$ cat src/verilog/commit_pkg.sv
/*
 * Shared sizes and payload types for the SIMT commit stage
 */
package commit_pkg;

    // Core size
    localparam int ISSUE_WIDTH  = 2;
    localparam int NUM_EX_UNITS = 3;    // ALU, FPU, LSU; unit 0 wins
    localparam int NUM_THREADS  = 4;
    localparam int NUM_WARPS    = 4;

    // Index widths
    localparam int NW_WIDTH  = 2;       // warp id
    localparam int WIS_WIDTH = 1;       // warp index within its slot
    localparam int NR_BITS   = 5;       // register index

    // Datapath widths
    localparam int XLEN          = 32;
    localparam int PC_BITS       = 30;
    localparam int UUID_WIDTH    = 8;
    localparam int PERF_CTR_BITS = 44;

    // Lane count of one slot (0..NUM_THREADS)
    localparam int COMMIT_SIZEW = 3;
    // Lane count summed over all slots
    localparam int COMMIT_ALL_SIZEW = 4;

    // Finished instruction from an execution unit
    typedef struct packed {
        logic [UUID_WIDTH-1:0]              uuid;
        logic [NW_WIDTH-1:0]                wid;
        logic [NUM_THREADS-1:0]             tmask;
        logic [PC_BITS-1:0]                 PC;
        logic                               wb;
        logic [NR_BITS-1:0]                 rd;
        logic [NUM_THREADS-1:0][XLEN-1:0]   data;
        logic                               sop;
        logic                               eop;
    } commit_data_t;

    // Register file write port, one per slot
    typedef struct packed {
        logic [UUID_WIDTH-1:0]              uuid;
        logic [WIS_WIDTH-1:0]               wis;
        logic [PC_BITS-1:0]                 PC;
        logic [NUM_THREADS-1:0]             tmask;
        logic [NR_BITS-1:0]                 rd;
        logic [NUM_THREADS-1:0][XLEN-1:0]   data;
        logic                               sop;
        logic                               eop;
    } writeback_data_t;

endpackage

$ cat src/verilog/commit_accounting.sv
/*
 * Commit accounting: pipelined retired-thread counter for the CSR file
 * and a registered mask of warps that finished an instruction
 */
module commit_accounting (
    input  logic                                                    clk,
    input  logic                                                    reset,

    // Per-slot commit info, taken from the arbiter outputs
    input  logic [commit_pkg::ISSUE_WIDTH-1:0]                      slot_fire,
    input  logic [commit_pkg::ISSUE_WIDTH-1:0][commit_pkg::NUM_THREADS-1:0] slot_tmask,
    input  logic [commit_pkg::ISSUE_WIDTH-1:0][commit_pkg::NW_WIDTH-1:0]    slot_wid,
    input  logic [commit_pkg::ISSUE_WIDTH-1:0]                      slot_eop,

    output logic [commit_pkg::PERF_CTR_BITS-1:0]                    instret,
    output logic [commit_pkg::NUM_WARPS-1:0]                        committed_warps
);
    import commit_pkg::*;

    logic                                       fire_any;
    logic [ISSUE_WIDTH-1:0][COMMIT_SIZEW-1:0]   commit_size;
    logic                                       fire_any_r;
    logic [ISSUE_WIDTH-1:0][COMMIT_SIZEW-1:0]   commit_size_r;
    logic [COMMIT_ALL_SIZEW-1:0]                commit_size_all;
    logic                                       fire_any_rr;
    logic [COMMIT_ALL_SIZEW-1:0]                commit_size_all_rr;
    logic [NUM_WARPS-1:0]                       eop_mask;

    // Number of active lanes in a thread mask
    function automatic logic [COMMIT_SIZEW-1:0] popcount(input logic [NUM_THREADS-1:0] bits);
        logic [COMMIT_SIZEW-1:0] count;
        count = '0;
        for (int t = 0; t < NUM_THREADS; t++) begin
            count = count + COMMIT_SIZEW'(bits[t]);
        end
        return count;
    endfunction

    assign fire_any = |slot_fire;

    // Lanes retired per slot, zero when the slot did not fire
    always_comb begin
        for (int s = 0; s < ISSUE_WIDTH; s++) begin
            commit_size[s] = popcount(slot_tmask[s] & {NUM_THREADS{slot_fire[s]}});
        end
    end

    // Stage 1
    always_ff @(posedge clk) begin
        if (reset) begin
            fire_any_r <= 1'b0;
        end else begin
            fire_any_r <= fire_any;
        end
    end

    always_ff @(posedge clk) begin
        commit_size_r <= commit_size;
    end

    // Sum over slots
    always_comb begin
        commit_size_all = '0;
        for (int s = 0; s < ISSUE_WIDTH; s++) begin
            commit_size_all = commit_size_all + COMMIT_ALL_SIZEW'(commit_size_r[s]);
        end
    end

    // Stage 2
    always_ff @(posedge clk) begin
        if (reset) begin
            fire_any_rr <= 1'b0;
        end else begin
            fire_any_rr <= fire_any_r;
        end
    end

    always_ff @(posedge clk) begin
        commit_size_all_rr <= commit_size_all;
    end

    // Instret accumulator
    always_ff @(posedge clk) begin
        if (reset) begin
            instret <= '0;
        end else if (fire_any_rr) begin
            instret <= instret + PERF_CTR_BITS'(commit_size_all_rr);
        end
    end

    // Warps whose last micro-op committed this cycle
    always_comb begin
        eop_mask = '0;
        for (int s = 0; s < ISSUE_WIDTH; s++) begin
            if (slot_fire[s] && slot_eop[s]) begin
                eop_mask[slot_wid[s]] = 1'b1;
            end
        end
    end

    // One-cycle pulse to the scheduler
    always_ff @(posedge clk) begin
        if (reset) begin
            committed_warps <= '0;
        end else begin
            committed_warps <= eop_mask;
        end
    end

endmodule

$ cat src/verilog/commit_unit.sv
/*
 * SIMT commit stage: per-slot arbitration of execution-unit results,
 * register-file writeback, instret and committed-warp reporting
 */
module commit_unit (
    input  logic                                    clk,
    input  logic                                    reset,

    // Execution-unit streams, index is unit * ISSUE_WIDTH + slot
    input  logic [commit_pkg::NUM_EX_UNITS*commit_pkg::ISSUE_WIDTH-1:0] commit_valid,
    input  commit_pkg::commit_data_t                commit_data
                                                    [commit_pkg::NUM_EX_UNITS*commit_pkg::ISSUE_WIDTH],
    output logic [commit_pkg::NUM_EX_UNITS*commit_pkg::ISSUE_WIDTH-1:0] commit_ready,

    // Register-file writeback, no back-pressure
    output logic [commit_pkg::ISSUE_WIDTH-1:0]      wb_valid,
    output commit_pkg::writeback_data_t             wb_data [commit_pkg::ISSUE_WIDTH],

    // To CSR file and scheduler
    output logic [commit_pkg::PERF_CTR_BITS-1:0]    instret,
    output logic [commit_pkg::NUM_WARPS-1:0]        committed_warps
);
    import commit_pkg::*;

    logic [ISSUE_WIDTH-1:0]                     arb_valid;
    commit_data_t                               arb_data [ISSUE_WIDTH];
    logic [ISSUE_WIDTH-1:0]                     arb_ready;

    logic [ISSUE_WIDTH-1:0]                     slot_fire;
    logic [ISSUE_WIDTH-1:0][NUM_THREADS-1:0]    slot_tmask;
    logic [ISSUE_WIDTH-1:0][NW_WIDTH-1:0]       slot_wid;
    logic [ISSUE_WIDTH-1:0]                     slot_eop;

    for (genvar i = 0; i < ISSUE_WIDTH; i++) begin : g_slot
        logic [NUM_EX_UNITS-1:0] valid_in;
        commit_data_t            data_in [NUM_EX_UNITS];
        logic [NUM_EX_UNITS-1:0] ready_in;

        // Gather this slot's streams from every execution unit
        for (genvar j = 0; j < NUM_EX_UNITS; j++) begin : g_unit
            assign valid_in[j] = commit_valid[j * ISSUE_WIDTH + i];
            assign data_in[j]  = commit_data[j * ISSUE_WIDTH + i];
            assign commit_ready[j * ISSUE_WIDTH + i] = ready_in[j];
        end

        stream_arb #(
            .NUM_INPUTS (NUM_EX_UNITS),
            .data_t     (commit_data_t)
        ) u_arb (
            .clk        (clk),
            .reset      (reset),
            .valid_in   (valid_in),
            .data_in    (data_in),
            .ready_in   (ready_in),
            .valid_out  (arb_valid[i]),
            .data_out   (arb_data[i]),
            .ready_out  (arb_ready[i])
        );

        // Writeback always drains
        assign arb_ready[i] = 1'b1;

        assign slot_fire[i]  = arb_valid[i] && arb_ready[i];
        assign slot_tmask[i] = arb_data[i].tmask;
        assign slot_wid[i]   = arb_data[i].wid;
        assign slot_eop[i]   = arb_data[i].eop;

        // Results without a destination register still commit
        assign wb_valid[i] = arb_valid[i] && arb_data[i].wb;

        assign wb_data[i] = '{
            uuid:  arb_data[i].uuid,
            wis:   WIS_WIDTH'(arb_data[i].wid / NW_WIDTH'(ISSUE_WIDTH)),
            PC:    arb_data[i].PC,
            tmask: arb_data[i].tmask,
            rd:    arb_data[i].rd,
            data:  arb_data[i].data,
            sop:   arb_data[i].sop,
            eop:   arb_data[i].eop
        };
    end

    commit_accounting u_accounting (
        .clk             (clk),
        .reset           (reset),
        .slot_fire       (slot_fire),
        .slot_tmask      (slot_tmask),
        .slot_wid        (slot_wid),
        .slot_eop        (slot_eop),
        .instret         (instret),
        .committed_warps (committed_warps)
    );

endmodule

$ cat src/verilog/stream_arb.sv
/*
 * Fixed-priority N-to-1 valid/ready arbiter with a registered output.
 * The lowest-index valid input wins; the output register holds under stall.
 */
module stream_arb #(
    parameter int  NUM_INPUTS = commit_pkg::NUM_EX_UNITS,
    parameter type data_t     = commit_pkg::commit_data_t
) (
    input  logic                  clk,
    input  logic                  reset,

    // Producer side
    input  logic [NUM_INPUTS-1:0] valid_in,
    input  data_t                 data_in [NUM_INPUTS],
    output logic [NUM_INPUTS-1:0] ready_in,

    // Consumer side
    output logic                  valid_out,
    output data_t                 data_out,
    input  logic                  ready_out
);

    logic [NUM_INPUTS-1:0] grant;
    logic                  any_valid;
    logic                  load_en;
    logic                  in_fire;
    data_t                 data_sel;

    // Isolate the lowest set bit of the request vector
    assign grant = valid_in & (~valid_in + NUM_INPUTS'(1));

    assign any_valid = |valid_in;

    // Room for a new entry when out of reset and the register is empty or drained
    assign load_en = !reset && (!valid_out || ready_out);

    // Only the winner sees ready, and only when there is room
    assign ready_in = grant & {NUM_INPUTS{load_en}};

    assign in_fire = |(valid_in & ready_in);

    // Payload of the granted input
    always_comb begin
        data_sel = data_in[0];
        for (int i = 0; i < NUM_INPUTS; i++) begin
            if (grant[i]) begin
                data_sel = data_in[i];
            end
        end
    end

    // Output valid
    always_ff @(posedge clk) begin
        if (reset) begin
            valid_out <= 1'b0;
        end else if (load_en) begin
            // Drops after one cycle unless another input transfers
            valid_out <= any_valid;
        end
    end

    // Output payload, loaded only on an input transfer
    always_ff @(posedge clk) begin
        if (in_fire) begin
            data_out <= data_sel;
        end
    end

endmodule
$ cat config.mk
export PLATFORM = sky130hd
export DESIGN_NAME = commit_unit
export DESIGN_NICKNAME = d
export VERILOG_FILES = /design/src/verilog/commit_pkg.sv /design/src/verilog/commit_accounting.sv /design/src/verilog/commit_unit.sv /design/src/verilog/stream_arb.sv
export SDC_FILE = /design/constraint.sdc
export NUM_CORES = 1
export LEC_CHECK = 0
export ABC_AREA = 1
export ABC_CLOCK_PERIOD_IN_PS = 10090
export BUFFER_PORTS_ARGS = -buffer_cell sky130_fd_sc_hd__buf_4
export CORE_AREA = 2 2 577 579
export DETAILED_ROUTE_END_ITERATION = 10
export DIE_AREA = 0 0 579 581
export MAX_ROUTING_LAYER = met4
export PLACE_DENSITY = 0.3
export SYNTH_ARGS = -nofsm -noshare
export SYNTH_HDL_FRONTEND = slang
export SYNTH_HIERARCHICAL = 1
export SYNTH_SLANG_ARGS = --single-unit
$ cat constraint.sdc
create_clock -name clk -period 10.09 [get_ports clk]
set_input_delay 0.5045 -clock clk [delete_from_list [all_inputs] [get_ports clk]]
set_output_delay 0.5045 -clock clk [all_outputs]
set_load 0.05 [all_outputs]
==> metrics.txt <==
TritonCTS Buffers 75; result of the run complete, no violations; min cycle time layout 3.078 ns; GRT overflow 0; Filler Cell Count about 38000; initial standard-cell utilization of the core 0.07814; worst hold stages 3; maximum clock insertion buffer count 4; flip-flop cell with the highest count after synthesis sky130_fd_sc_hd__edfxtp_1; core footprint 329700 sq um; Required @ worst endpoint 9.59 ns; count of vias placed by the detailed router approximately 32000; final RePlAce weighted congestion 0.9508; std cell rows ~210; DR pass1 iterations 6; final wirelength 268500 um; endpoints failing setup 0; net total in the final layout between 6000 and 7000; fraction of synthesized cell area taken by the top area cell type 0.4195; mean area per synthesized cell 7.048 sq um; number of design rule violations left after detail routing 0; asr flop ratio synth 0; Slew Limit Fails 0; combined global-route utilization of all metal layers 0.1579; largest net degree at the start of global routing between 100 and 150; total of flip-flops plus latches after synthesis 422; Sw Ratio 0.3621; leakage power 23.00 nW; Tcrit/Tclk final 0.3051; H-Tree Depth 3; start-to-end type of the worst setup path input pin to output port; arrival time of data at the critical path endpoint 2.57 ns; cell accounting for the most synthesized area sky130_fd_sc_hd__edfxtp_1; number of clock sinks about 420; setup TNS 0 ns; Multi-input gate area 9743 sq um; number of maximum-capacitance constraint violations 0; RSZ-0062 raised after global routing no; leading cell type in the layout, fill and taps excluded sky130_fd_sc_hd__buf_4; Post-Synthesis Cells 3656; Combinational Power Share 0.275; die extent in x between 500 and 600 um; Clk Latency, worst-skew pair 0.75 ns; number of endpoints with negative hold slack in the final report 0; area of the die between 300000 and 400000 sq um; maximum frequency from static timing analysis roughly 320 MHz; share of cells above drive strength 1 0.3086; register area 12050 sq um; number of synthesized flops with an enable pin 360; Hold WS ~0.085 ns; clock slew seen by the registers of the worst setup and hold paths 0.06 ns; final design utilization 0.1418; highest ir drop seen on vdd between 100 and 150 uV; portion of the post-synthesis area used by sequential elements 0.4677; power density cells 137.9 nW/um^2; antenna-violating nets left 0; path depth of the worst reg2reg path 11; maximum fanout count along the critical path 69; crit end category output port; count of routing violations after the opening detailed-route iteration 2138; Internal Dissipation 4.115 mW; post-CTS setup buffer count 0; global-route wire length before repair 340500 um; initial antenna violation count approximately 110; synthesized area 25770 sq um; net load switching power 2.336 mW; share of total power in the clock network 0.389; vertical die dimension 581 um; top cells by area in the synthesized netlist sky130_fd_sc_hd__edfxtp_1 42%, sky130_fd_sc_hd__nand2_1 18%, sky130_fd_sc_hd__nand3_1 15%; startpoint types input pin; commonest cells after routing, fill and taps aside 1520 x sky130_fd_sc_hd__buf_4, 1236 x sky130_fd_sc_hd__nand2_1, 813 x sky130_fd_sc_hd__inv_1, 766 x sky130_fd_sc_hd__nand3_1, 360 x sky130_fd_sc_hd__edfxtp_1; Sequential Power Share 0.336; Area Growth Syn to Fin 81.50%; worst hold-check path type input pin to register; drt wl/cell 27.42 um; via/cell ratio 3.263; TritonCTS clock tree yes; Boundary Pins 1500; number of library cell types mapped by synthesis 38; relative slew slack 0.2462; # port buffers 1499; Fin Clk Skew 0.05768 ns; via count of the first global-routing pass around 33000; placed wire-length estimate 228500 um; synth warn 6; clock tree root driver cell sky130_fd_sc_hd__clkbuf_16; slew at the pin with the worst max-slew slack approximately 1.1 ns
## flip-flops by register name (all words and copies together), names as in the netlist
signal                           cells
g_slot.u_arb/data_out              360
u_accounting/instret                44
u_accounting/commit_size_r           6
u_accounting/commit_size_all_rr      4
u_accounting/committed_warps         4
g_slot.u_arb/valid_out               2
u_accounting/fire_any_r              1
u_accounting/fire_any_rr             1
## stage by stage
step           cells  worst slack, ns  instance area, sq um  total power [mW]
4_1_cts         9722            6.728                 46590             6.616
3_3_place_gp    9344            6.490                 41850             3.926
6_report        9792            7.012                 46770             6.451
2_1_floorplan   3657            3.833                 25780             2.928
5_1_grt         9789            6.809                 46760             6.730
3_5_place_dp    9344            6.490                 41850             3.919
## final timing paths
kind,from,endpoint,slack (ns)
min,commit_data[270],g_slot[0].u_arb/data_out[90],0.08
max,commit_valid[3],commit_ready[5],7.01
min reg2reg,u_accounting/fire_any_r,u_accounting/fire_any_rr,0.40
max reg2reg,u_accounting/instret[0],u_accounting/instret[26],7.69
## cell type report
| type | instances | share of cell area |
|---|---|---|
| diodes | 70 | 0.003746 |
| clock buffers | 92 | 0.04171 |
| clock inverters | 34 | 0.005832 |
| inverters | 820 | 0.06646 |
| multi-input cells | 2212 | 0.2083 |
| flip-flops and latches | 422 | 0.2577 |
| well taps | 4366 | 0.1168 |
| repair buffers | 1776 | 0.2994 |
## power by group through the flow
stage | clock [mW] | combinational, mW | sequential, mW
final | 2.51 | 1.78 | 2.17
after global routing | 2.67 | 1.89 | 2.18
after CTS | 2.63 | 1.81 | 2.18
after detailed placement | 0 | 1.71 | 2.21
after global placement | 0 | 1.71 | 2.21
after floorplan | 0 | 0.398 | 2.53
## worst max-delay path, cell delays in order
cell                      delay, ns
sky130_fd_sc_hd__buf_8         0.36
sky130_fd_sc_hd__nor2_2        0.18
sky130_fd_sc_hd__nand2_4       0.13
sky130_fd_sc_hd__buf_4         0.65
sky130_fd_sc_hd__nor2_1        0.34
sky130_fd_sc_hd__buf_4         0.30
## layer usage
| metal | share of wire | wire length, um | GRT usage | up-vias |
|---|---|---|---|---|
| met1 | 0.42 | 113700 | 0.1881 | 15690 |
| met2 | 0.47 | 125300 | 0.2548 | 1389 |
| met5 | 0 | 0 | - | - |
| li1 | - | - | - | 14680 |
| met3 | 0.088 | 23680 | 0.05481 | 191 |
| met4 | 0.022 | 5818 | 0.03391 | 0 |
## kinds of logic after synthesis
group,after synthesis,share of synthesized area
DFF,422,0.4677
adders and majority gates,15,0.008449
xor gates and xnor gates,4,0.001360
and+or+nand+nor,2149,0.3564
AOI/OAI and AO/OA,42,0.009081
buffers and inverters,1023,0.1568
other,1,0.0001455
## timing repair
action | in CTS | in global routing
hold endpoints to repair | 251 | 0
hold buffers | 252 | 0
gates resized for setup | 0 | 0
## synthesized netlist by cell type, types with 2 or more instances
| cell | n |
|---|---|
| sky130_fd_sc_hd__nand3_2 | 2 |
| sky130_fd_sc_hd__nor2_2 | 11 |
| sky130_fd_sc_hd__nor3_1 | 7 |
| sky130_fd_sc_hd__buf_2 | 122 |
| sky130_fd_sc_hd__buf_6 | 2 |
| sky130_fd_sc_hd__o21bai_1 | 5 |
| sky130_fd_sc_hd__ha_1 | 11 |
| sky130_fd_sc_hd__clkbuf_1 | 57 |
| sky130_fd_sc_hd__edfxtp_1 | 360 |
| sky130_fd_sc_hd__nor2_4 | 2 |
| sky130_fd_sc_hd__nor2_1 | 96 |
| sky130_fd_sc_hd__dfxtp_1 | 62 |
| sky130_fd_sc_hd__xor2_1 | 2 |
| sky130_fd_sc_hd__buf_1 | 13 |
| sky130_fd_sc_hd__nand2_2 | 8 |
| sky130_fd_sc_hd__nand4_1 | 12 |
| sky130_fd_sc_hd__nand2_1 | 1238 |
| sky130_fd_sc_hd__inv_2 | 5 |
| sky130_fd_sc_hd__a21oi_1 | 23 |
| sky130_fd_sc_hd__o21ai_0 | 9 |
| sky130_fd_sc_hd__fa_1 | 4 |
| sky130_fd_sc_hd__xnor2_1 | 2 |
| sky130_fd_sc_hd__nand3_1 | 766 |
| sky130_fd_sc_hd__buf_4 | 9 |
| sky130_fd_sc_hd__inv_1 | 815 |
No activity file was read; power rests on OpenSTA's default activity.
